`src/source/engine_defs.svh`:
```
`ifndef ENGINE_DEFS_SVH
`define ENGINE_DEFS_SVH

// Sample and address widths
`define ENGINE_DATA_W 16
`define ENGINE_ADDR_W 30

// Accumulator wide enough for a full Q16.16 product sum
`define ENGINE_ACC_W 32

// Kernel size and output count fields
`define ENGINE_LEN_W 8
`define ENGINE_STRIDE_W 4

// Stream buffers
`define ENGINE_FIFO_DEPTH 8
`define ENGINE_CNT_W 4

`endif

```
`src/source/engine_pkg.sv`:
```
`default_nettype none

package engine_pkg;

	typedef enum logic [2:0] {
		OP_NONE = 3'd0,
		OP_CMAC = 3'd1,
		OP_SCMP = 3'd2,
		OP_SACC = 3'd3
	} op_t;

	// Q8.8 signed sample
	typedef logic signed [15:0] sample_t;

	// DMA word address
	typedef logic [29:0] addr_t;

	// One result on its way to the p0 write port
	typedef struct packed {
		addr_t   addr;
		sample_t value;
	} wr_entry_t;

endpackage

`default_nettype wire

```
`src/source/engine_ctrl.sv`:
```
`timescale 1ns/1ns
`default_nettype none
`include "engine_defs.svh"

module engine_ctrl import engine_pkg::*; (
	input  wire logic clk,
	input  wire logic i_rst_n,
	input  wire logic i_engine_valid,
	input  wire op_t  i_op_type,
	input  wire logic i_issue_last,
	input  wire logic i_result_done,
	input  wire logic i_out_empty,
	output logic      o_issue_en,
	output logic      o_start,
	output logic      o_engine_ready
);

	typedef enum logic [2:0] {
		S_IDLE,
		S_RUN,
		S_DRAIN,
		S_DONE,
		S_WAIT_LOW
	} state_t;

	state_t state;
	logic   result_seen;
	logic   op_ok;

	assign op_ok = (i_op_type == OP_CMAC) || (i_op_type == OP_SCMP) ||
		(i_op_type == OP_SACC);

	// Start clears counters and the PE while the FSM enters RUN
	assign o_start = (state == S_IDLE) && i_engine_valid;
	assign o_issue_en = (state == S_RUN);
	assign o_engine_ready = (state == S_DONE);

	always_ff @(posedge clk) begin
		if (!i_rst_n) begin
			state <= S_IDLE;
			result_seen <= 1'b0;
		end else begin
			// Last result may show up before the buffer drains
			if (o_start)
				result_seen <= 1'b0;
			else if (i_result_done)
				result_seen <= 1'b1;

			case (state)
				S_IDLE: begin
					if (i_engine_valid)
						state <= op_ok ? S_RUN : S_DONE;
				end
				S_RUN: begin
					if (i_issue_last)
						state <= S_DRAIN;
				end
				S_DRAIN: begin
					if (result_seen && i_out_empty)
						state <= S_DONE;
				end
				S_DONE: begin
					state <= S_WAIT_LOW;
				end
				S_WAIT_LOW: begin
					// Host must drop valid before the next op
					if (!i_engine_valid)
						state <= S_IDLE;
				end
				default: begin
					state <= S_IDLE;
				end
			endcase
		end
	end

	a_ready_when_drained: assert property (@(posedge clk) disable iff (!i_rst_n)
		o_engine_ready |-> i_out_empty);

endmodule

`default_nettype wire

```
`src/source/engine_counter.sv`:
```
`timescale 1ns/1ns
`default_nettype none
`include "engine_defs.svh"

module engine_counter (
	input  wire logic                     clk,
	input  wire logic                     i_rst_n,
	input  wire logic                     i_clear,
	input  wire logic                     i_step,
	input  wire logic [`ENGINE_LEN_W-1:0] i_kernel_size,
	input  wire logic [`ENGINE_LEN_W-1:0] i_o_count,
	output logic      [`ENGINE_LEN_W-1:0] o_k,
	output logic      [`ENGINE_LEN_W-1:0] o_o,
	output logic                          o_last_k,
	output logic                          o_last
);

	logic [`ENGINE_LEN_W-1:0] k_q;
	logic [`ENGINE_LEN_W-1:0] o_q;
	logic                     finished;

	assign o_k = k_q;
	assign o_o = o_q;
	assign o_last_k = (k_q == i_kernel_size - 1'b1);
	assign o_last = o_last_k && (o_q == i_o_count - 1'b1);

	always_ff @(posedge clk) begin
		if (!i_rst_n) begin
			k_q <= '0;
			o_q <= '0;
			finished <= 1'b0;
		end else if (i_clear) begin
			k_q <= '0;
			o_q <= '0;
			finished <= 1'b0;
		end else if (i_step && !finished) begin
			// Holds on the final position until cleared
			if (o_last) begin
				finished <= 1'b1;
			end else if (o_last_k) begin
				k_q <= '0;
				o_q <= o_q + 1'b1;
			end else begin
				k_q <= k_q + 1'b1;
			end
		end
	end

	a_no_step_past_end: assert property (@(posedge clk) disable iff (!i_rst_n)
		i_step |-> !finished);

endmodule

`default_nettype wire

```
`src/source/sample_fifo.sv`:
```
`timescale 1ns/1ns
`default_nettype none
`include "engine_defs.svh"

module sample_fifo import engine_pkg::*; #(
	parameter type payload_t = sample_t
) (
	input  wire logic                     clk,
	input  wire logic                     i_rst_n,
	input  wire logic                     i_push,
	input  wire payload_t                 i_data,
	input  wire logic                     i_pop,
	output payload_t                      o_data,
	output logic                          o_empty,
	output logic                          o_full,
	output logic      [`ENGINE_CNT_W-1:0] o_count
);

	localparam int DEPTH = `ENGINE_FIFO_DEPTH;
	localparam int PTR_W = $clog2(DEPTH);

	payload_t mem [DEPTH];

	logic [PTR_W-1:0] wr_ptr;
	logic [PTR_W-1:0] rd_ptr;
	logic             do_push;
	logic             do_pop;

	assign do_push = i_push && !o_full;
	assign do_pop = i_pop && !o_empty;

	assign o_data = mem[rd_ptr];
	assign o_empty = (o_count == '0);
	assign o_full = (o_count == DEPTH);

	always_ff @(posedge clk) begin
		if (do_push)
			mem[wr_ptr] <= i_data;
	end

	// Depth is a power of two so the pointers wrap on their own
	always_ff @(posedge clk) begin
		if (!i_rst_n) begin
			wr_ptr <= '0;
			rd_ptr <= '0;
			o_count <= '0;
		end else begin
			if (do_push)
				wr_ptr <= wr_ptr + 1'b1;
			if (do_pop)
				rd_ptr <= rd_ptr + 1'b1;
			o_count <= o_count + do_push - do_pop;
		end
	end

	a_no_overflow: assert property (@(posedge clk) disable iff (!i_rst_n)
		i_push |-> !o_full);

	a_no_underflow: assert property (@(posedge clk) disable iff (!i_rst_n)
		i_pop |-> !o_empty);

endmodule

`default_nettype wire

```
`src/source/engine_pe.sv`:
```
`timescale 1ns/1ns
`default_nettype none
`include "engine_defs.svh"

module engine_pe import engine_pkg::*; (
	input  wire logic    clk,
	input  wire logic    i_rst_n,
	input  wire logic    i_clear,
	input  wire op_t     i_op_type,
	input  wire sample_t i_data,
	input  wire sample_t i_weight,
	input  wire logic    i_consume,
	input  wire logic    i_last_k,
	output sample_t      o_result,
	output logic         o_result_valid
);

	localparam int FRAC_W = 8;
	localparam int SAT_MAX = 2 ** (`ENGINE_DATA_W - 1) - 1;
	localparam int SAT_MIN = -(2 ** (`ENGINE_DATA_W - 1));

	logic signed [`ENGINE_ACC_W-1:0] acc;
	logic signed [`ENGINE_ACC_W-1:0] base;
	logic signed [`ENGINE_ACC_W-1:0] data_ext;
	logic signed [`ENGINE_ACC_W-1:0] prod;
	logic signed [`ENGINE_ACC_W-1:0] acc_next;
	logic signed [`ENGINE_ACC_W-1:0] win_val;
	logic                            first;

	function automatic sample_t saturate(input logic signed [`ENGINE_ACC_W-1:0] v);
		if (v > SAT_MAX)
			return sample_t'(SAT_MAX);
		if (v < SAT_MIN)
			return sample_t'(SAT_MIN);
		return sample_t'(v);
	endfunction

	// Full Q16.16 product rescaled once at the end of the window
	assign prod = i_data * i_weight;
	assign data_ext = i_data;
	assign base = first ? '0 : acc;

	always_comb begin
		case (i_op_type)
			OP_CMAC: acc_next = base + prod;
			OP_SACC: acc_next = base + data_ext;
			OP_SCMP: begin
				if (first || (data_ext > acc))
					acc_next = data_ext;
				else
					acc_next = acc;
			end
			default: acc_next = acc;
		endcase
	end

	assign win_val = (i_op_type == OP_CMAC) ? (acc_next >>> FRAC_W) : acc_next;

	always_ff @(posedge clk) begin
		if (!i_rst_n) begin
			first <= 1'b1;
			o_result_valid <= 1'b0;
		end else if (i_clear) begin
			first <= 1'b1;
			o_result_valid <= 1'b0;
		end else begin
			o_result_valid <= i_consume && i_last_k;
			// Next element after the last one opens a new window
			if (i_consume)
				first <= i_last_k;
		end
	end

	always_ff @(posedge clk) begin
		if (i_consume)
			acc <= acc_next;
		if (i_consume && i_last_k)
			o_result <= saturate(win_val);
	end

endmodule

`default_nettype wire

```
`src/source/engine.sv`:
```
`timescale 1ns/1ns
`default_nettype none
`include "engine_defs.svh"

module engine import engine_pkg::*; (
	input  wire logic                        clk,
	input  wire logic                        i_rst_n,
	input  wire logic                        i_engine_valid,
	input  wire op_t                         i_op_type,
	input  wire logic [`ENGINE_STRIDE_W-1:0] i_stride,
	input  wire logic [`ENGINE_LEN_W-1:0]    i_kernel_size,
	input  wire logic [`ENGINE_LEN_W-1:0]    i_o_count,
	input  wire addr_t                       i_data_start_addr,
	input  wire addr_t                       i_weight_start_addr,
	input  wire addr_t                       i_result_start_addr,
	input  wire sample_t                     i_dma_p2_ob_data,
	input  wire sample_t                     i_dma_p3_ob_data,
	input  wire logic                        i_dma_p2_ob_we,
	input  wire logic                        i_dma_p3_ob_we,
	input  wire logic                        i_dma_p0_ib_re,
	output logic                             o_engine_ready,
	output logic                             o_dma_p2_reads_en,
	output logic                             o_dma_p3_reads_en,
	output addr_t                            o_p2_addr,
	output addr_t                            o_p3_addr,
	output logic                             o_dma_p0_writes_en,
	output addr_t                            o_p0_addr,
	output sample_t                          o_dma_p0_ib_data
);

	localparam int DEPTH = `ENGINE_FIFO_DEPTH;

	logic                                            start;
	logic                                            issue_en;
	logic                                            issue_fire;
	logic                                            issue_last;
	logic [`ENGINE_LEN_W-1:0]                        issue_k;
	logic [`ENGINE_LEN_W-1:0]                        issue_o;
	logic [`ENGINE_LEN_W+`ENGINE_STRIDE_W-1:0]       win_base;
	logic                                            is_cmac;
	logic [`ENGINE_CNT_W-1:0]                        p2_inflight;
	logic [`ENGINE_CNT_W-1:0]                        p3_inflight;
	logic                                            p2_credit_ok;
	logic                                            p3_credit_ok;
	sample_t                                         data_head;
	sample_t                                         weight_head;
	logic                                            data_empty;
	logic                                            weight_empty;
	logic [`ENGINE_CNT_W-1:0]                        data_count;
	logic [`ENGINE_CNT_W-1:0]                        weight_count;
	logic                                            consume;
	logic                                            cons_last_k;
	logic                                            cons_last;
	logic                                            last_consumed;
	logic                                            out_room;
	logic                                            out_empty;
	logic [`ENGINE_CNT_W-1:0]                        out_count;
	sample_t                                         pe_result;
	logic                                            pe_result_valid;
	logic [`ENGINE_LEN_W-1:0]                        res_n;
	wr_entry_t                                       res_entry;
	wr_entry_t                                       out_head;

	engine_ctrl u_ctrl (
		.clk            (clk),
		.i_rst_n        (i_rst_n),
		.i_engine_valid (i_engine_valid),
		.i_op_type      (i_op_type),
		.i_issue_last   (issue_fire && issue_last),
		.i_result_done  (pe_result_valid && last_consumed),
		.i_out_empty    (out_empty),
		.o_issue_en     (issue_en),
		.o_start        (start),
		.o_engine_ready (o_engine_ready)
	);

	assign is_cmac = (i_op_type == OP_CMAC);

	// Credit covers words in flight plus words already buffered
	assign p2_credit_ok = (p2_inflight + data_count) < DEPTH;
	assign p3_credit_ok = (p3_inflight + weight_count) < DEPTH;
	assign issue_fire = issue_en && p2_credit_ok && (!is_cmac || p3_credit_ok);

	assign o_dma_p2_reads_en = issue_fire;
	assign o_dma_p3_reads_en = issue_fire && is_cmac;

	engine_counter u_issue_cnt (
		.clk           (clk),
		.i_rst_n       (i_rst_n),
		.i_clear       (start),
		.i_step        (issue_fire),
		.i_kernel_size (i_kernel_size),
		.i_o_count     (i_o_count),
		.o_k           (issue_k),
		.o_o           (issue_o),
		.o_last_k      (),
		.o_last        (issue_last)
	);

	// Window base for output o is o * stride words past the data start
	assign win_base = issue_o * i_stride;
	assign o_p2_addr = i_data_start_addr + addr_t'(win_base) + addr_t'(issue_k);
	assign o_p3_addr = i_weight_start_addr + addr_t'(issue_k);

	always_ff @(posedge clk) begin
		if (!i_rst_n) begin
			p2_inflight <= '0;
			p3_inflight <= '0;
		end else begin
			p2_inflight <= p2_inflight + o_dma_p2_reads_en - i_dma_p2_ob_we;
			p3_inflight <= p3_inflight + o_dma_p3_reads_en - i_dma_p3_ob_we;
		end
	end

	sample_fifo #(.payload_t(sample_t)) u_data_fifo (
		.clk     (clk),
		.i_rst_n (i_rst_n),
		.i_push  (i_dma_p2_ob_we),
		.i_data  (i_dma_p2_ob_data),
		.i_pop   (consume),
		.o_data  (data_head),
		.o_empty (data_empty),
		.o_full  (),
		.o_count (data_count)
	);

	sample_fifo #(.payload_t(sample_t)) u_weight_fifo (
		.clk     (clk),
		.i_rst_n (i_rst_n),
		.i_push  (i_dma_p3_ob_we),
		.i_data  (i_dma_p3_ob_data),
		.i_pop   (consume && is_cmac),
		.o_data  (weight_head),
		.o_empty (weight_empty),
		.o_full  (),
		.o_count (weight_count)
	);

	// Leave a slot for a result that is still being registered
	assign out_room = (out_count + pe_result_valid) < DEPTH;
	assign consume = !data_empty && (!is_cmac || !weight_empty) && out_room;

	engine_counter u_cons_cnt (
		.clk           (clk),
		.i_rst_n       (i_rst_n),
		.i_clear       (start),
		.i_step        (consume),
		.i_kernel_size (i_kernel_size),
		.i_o_count     (i_o_count),
		.o_k           (),
		.o_o           (),
		.o_last_k      (cons_last_k),
		.o_last        (cons_last)
	);

	engine_pe u_pe (
		.clk            (clk),
		.i_rst_n        (i_rst_n),
		.i_clear        (start),
		.i_op_type      (i_op_type),
		.i_data         (data_head),
		.i_weight       (weight_head),
		.i_consume      (consume),
		.i_last_k       (cons_last_k),
		.o_result       (pe_result),
		.o_result_valid (pe_result_valid)
	);

	// Lines up with the PE result of the final window
	always_ff @(posedge clk) begin
		if (!i_rst_n)
			last_consumed <= 1'b0;
		else
			last_consumed <= consume && cons_last;
	end

	always_ff @(posedge clk) begin
		if (!i_rst_n)
			res_n <= '0;
		else if (start)
			res_n <= '0;
		else if (pe_result_valid)
			res_n <= res_n + 1'b1;
	end

	assign res_entry = '{addr: i_result_start_addr + addr_t'(res_n), value: pe_result};

	sample_fifo #(.payload_t(wr_entry_t)) u_out_fifo (
		.clk     (clk),
		.i_rst_n (i_rst_n),
		.i_push  (pe_result_valid),
		.i_data  (res_entry),
		.i_pop   (i_dma_p0_ib_re),
		.o_data  (out_head),
		.o_empty (out_empty),
		.o_full  (),
		.o_count (out_count)
	);

	assign o_dma_p0_writes_en = !out_empty;
	assign o_p0_addr = out_head.addr;
	assign o_dma_p0_ib_data = out_head.value;

	a_p2_credit: assert property (@(posedge clk) disable iff (!i_rst_n)
		i_dma_p2_ob_we |-> (p2_inflight != '0));

	a_p3_credit: assert property (@(posedge clk) disable iff (!i_rst_n)
		i_dma_p3_ob_we |-> (p3_inflight != '0));

endmodule

`default_nettype wire

```
`config.mk`:
```
export PLATFORM = sky130hd
export DESIGN_NAME = engine
export DESIGN_NICKNAME = d
export VERILOG_FILES = /design/src/source/engine_pkg.sv /design/src/source/engine_ctrl.sv /design/src/source/engine_counter.sv /design/src/source/sample_fifo.sv /design/src/source/engine_pe.sv /design/src/source/engine.sv
export VERILOG_INCLUDE_DIRS = /design/src /design/src/source
export SDC_FILE = /design/constraint.sdc
export NUM_CORES = 2
export LEC_CHECK = 0
export BUFFER_PORTS_ARGS = -buffer_cell sky130_fd_sc_hd__buf_2
export CAP_MARGIN = 20
export CORE_UTILIZATION = 60
export CTS_BUF_LIST = sky130_fd_sc_hd__clkbuf_2
export DETAILED_ROUTE_END_ITERATION = 16
export PLACE_DENSITY = 0.78
export SLEW_MARGIN = 40
export SYNTH_ARGS = -nofsm -noshare
export SYNTH_HDL_FRONTEND = slang
export SYNTH_SLANG_ARGS = --single-unit
```
`constraint.sdc`:
```
create_clock -name clk -period 13.5 [get_ports clk]
set_input_delay 0 -clock clk [delete_from_list [all_inputs] [get_ports clk]]
set_output_delay 0 -clock clk [all_outputs]
set_load 0.05 [all_outputs]
```
==> impl_metrics.env <==
export IMPL_status="finished clean"
export IMPL_drc_errors=0
export IMPL_syn_area_um2=48300
export IMPL_async_flop_share=0
export IMPL_synth_commonest_cells="edfxtp_1 (672), inv_1 (529), nor2_1 (341), fa_1 (330), nand2_1 (245)"
export IMPL_end_kind="register"
export IMPL_finalCritPeriodShare=0.730
export IMPL_clock_latency_ps=1400
export IMPL_maxCapViolCount=0
export IMPL_area_growth_pct=13.9
export IMPL_place_congestion=0.960
export IMPL_synth_main_ff_cell="edfxtp_1"
export IMPL_syn_num_nets=4622
export IMPL_cts_path_max_buffers=3
export IMPL_ant_nets=0
export IMPL_htree_levels=4
export IMPL_setup_tns_ps=0
export IMPL_grt_overflow_total=0
export IMPL_yosys_warnings=0
export IMPL_die_h_um=286
export IMPL_yosysMostFrequentCell="edfxtp_1"
export IMPL_worstHoldPathType="in -> reg"
export IMPL_die_w_um=286
export IMPL_worst_pin_slew_ps=839
export IMPL_design_die_area_um2=81600
export IMPL_arrival_ps=10890
export IMPL_grt_max_degree=64
export IMPL_cts_setup_buffers=0
export IMPL_finalHoldViolations=0
export IMPL_hpwl_um=80700
export IMPL_synth_edff_count=672
export IMPL_grt_pass1_vias=34300
export IMPL_drive_above_1_share=0.195
export IMPL_antenna_found_initial=5
export IMPL_synth_top_area_frac=0.418
export IMPL_setup_violations=0
export IMPL_cts_hold_buf=223
export IMPL_hp_start="i_dma_p3_ob_data[9]"
export IMPL_synthDistinctLibCells=85
export IMPL_period_minus_slack_ps=9850
export IMPL_start_kind="register"
export IMPL_port_buffers=260
export IMPL_cts_buffers=181
export IMPL_crit_required_ps=14540
export IMPL_worstPathMaxFanout=37
export IMPL_root_buffer="clkbuf_2"
export IMPL_vias_per_cell=5.81
export IMPL_synthCells=3898
export IMPL_worstSetupPathType="reg -> reg"
export IMPL_clk_pin_slew_ps=110
export IMPL_ioPinCount=261
export IMPL_dr_total_vias=33000
export IMPL_n_fill_cell=5499
export IMPL_slew_headroom=0.426
export IMPL_wl_per_cell_um=20.9
export IMPL_rsz0062_at_grt="no"
export IMPL_drtIter0Drc=2621
export IMPL_ys_ff_latch=768
export IMPL_synth_area_per_cell_um2=12.4
export IMPL_skew_ps=152
export IMPL_dr_pass1_iters=6
export IMPL_gr_usage_all_layers=0.295
export IMPL_nets=5225
export IMPL_postRouteWirelength_um=119000
export IMPL_grt_pass1_wl_um=186000
export IMPL_synthTopCellsByArea="edfxtp_1 (42%), fa_1 (14%), mux4_2 (7.3%)"
export IMPL_cts_tree="done"
export IMPL_slew_violations=0
export IMPL_ctsResizeCount=0
export IMPL_start_util=0.609
export IMPL_rows=103
export IMPL_synth_seq_area_share=0.458
export IMPL_timing_fmax_ghz=0.102
export IMPL_synth_area_leader_cell="edfxtp_1"
export IMPL_clock_sinks=768
export IMPL_core_area_um2=79300
[metrics by stage]
stage               area, µm²  hold WS, ps  instances   util  setup WS (ps)
floorplan               48300         98.9       3898      -           4690
finish                  55000          178       5687  0.694           3650
global route            55000          104       5686  0.694           3020
CTS                     55000         10.1       5682  0.693           3560
detailed placement      51000          269       5145  0.644           3580
global placement        51000          264       5144  0.643           3850
[layout make-up]
cell class	count	area [µm²]	share of cell area
tap	1050	1310	0.0239
multi-input combinational	2461	23800	0.432
clock buffer	256	1280	0.0233
sequential	768	22100	0.402
antenna	5	12.5	0.000228
clock inverter	58	407	0.00740
inverter	537	2020	0.0367
timing repair buffer	552	4070	0.0741
[cell families (layout without fill, tap and decap cells)]
group	Yosys count	count (layout)	synth area share
xor gates and xnor gates	225	225	0.0408
other	0	5	0
adders and majority gates	573	573	0.200
buffers and inverters	669	1403	0.0527
DFF	768	768	0.458
and+or+nand+nor	954	954	0.0924
muxes	258	258	0.0956
AOI/OAI and AO/OA	451	451	0.0610
[state kept, by name, summed over array words and instances (netlist names), 3 cells and up, named ones only]
signal	count
u_ctrl.state	3
u_out_fifo.wr_ptr	3
p2_inflight	4
u_weight_fifo.rd_ptr	3
p3_inflight	4
u_weight_fifo.o_count	4
u_data_fifo.rd_ptr	3
u_out_fifo.rd_ptr	3
u_out_fifo.o_count	4
u_cons_cnt.o_k	8
u_data_fifo.wr_ptr	3
u_pe.o_result	16
u_data_fifo.o_count	4
u_out_fifo.mem	368
res_n	8
u_weight_fifo.mem	128
u_issue_cnt.o_k	8
u_cons_cnt.o_o	8
u_pe.acc	32
u_weight_fifo.wr_ptr	3
u_data_fifo.mem	128
u_issue_cnt.o_o	8
[layer usage]
layer,share of wire,vias to the layer above,GRT usage
li1,-,14900,-
met1,0.40,16400,0.379
met2,0.50,1423,0.499
met3,0.073,293,0.0537
met4,0.032,2,0.119
met5,0.00011,-,0
[worst paths after layout]
kind,endpoint,slack [ps],cells after the start
hold / removal,u_weight_fifo.mem[4][9],180,3
setup / recovery,u_pe.o_result[4],3650,27
setup reg to reg,u_pe.o_result[4],3650,27
hold reg to reg,u_pe.first,470,1
[placed cells by master, fill, tap and decap left out, types with 12 or more instances in the layout]
cell,n
mux4_2,156
mux2_2,56
buf_4,66
a21boi_0,20
ha_1,243
a211oi_1,12
clkinv_1,41
a21oi_1,135
xnor2_1,150
dfxtp_1,91
inv_1,529
o211ai_1,23
mux2i_1,45
fa_1,330
edfxtp_1,672
a21o_1,32
nand2b_1,41
or2_2,18
a31oi_1,14
nand4_1,24
nor4_1,15
dlygate4sd3_1,223
o21ai_0,89
nor3_1,37
xor2_1,75
nand3_1,72
clkbuf_2,256
or3_1,12
buf_2,260
and3_1,30
nor2_1,333
and2_1,54
nor2b_1,25
nand2_1,245
[worst max-delay path, cell delays in order, from the launching register on]
cell       delay, ps
dfxtp_2          330
buf_4            510
mux4_2           620
mux2i_4          500
clkinv_1         210
buf_4            340
nand2_1          210
fa_1             410
inv_1            220
fa_1             480
fa_1             570
fa_1             430
fa_1             490
inv_1             50
fa_1             470
inv_1             40
ha_1             330
and4_1           220
a21oi_1          220
nand3b_1         140
a2111oi_0        700
a2111oi_0        210
a2111oi_0        400
o21a_1           260
o221ai_1         120
nor4b_1          330
a41o_2           510
o21ai_0          200
Power is left out: the tool's default activity adds up to more than one toggle a clock period on the data nets, which glitch-free logic cannot reach.
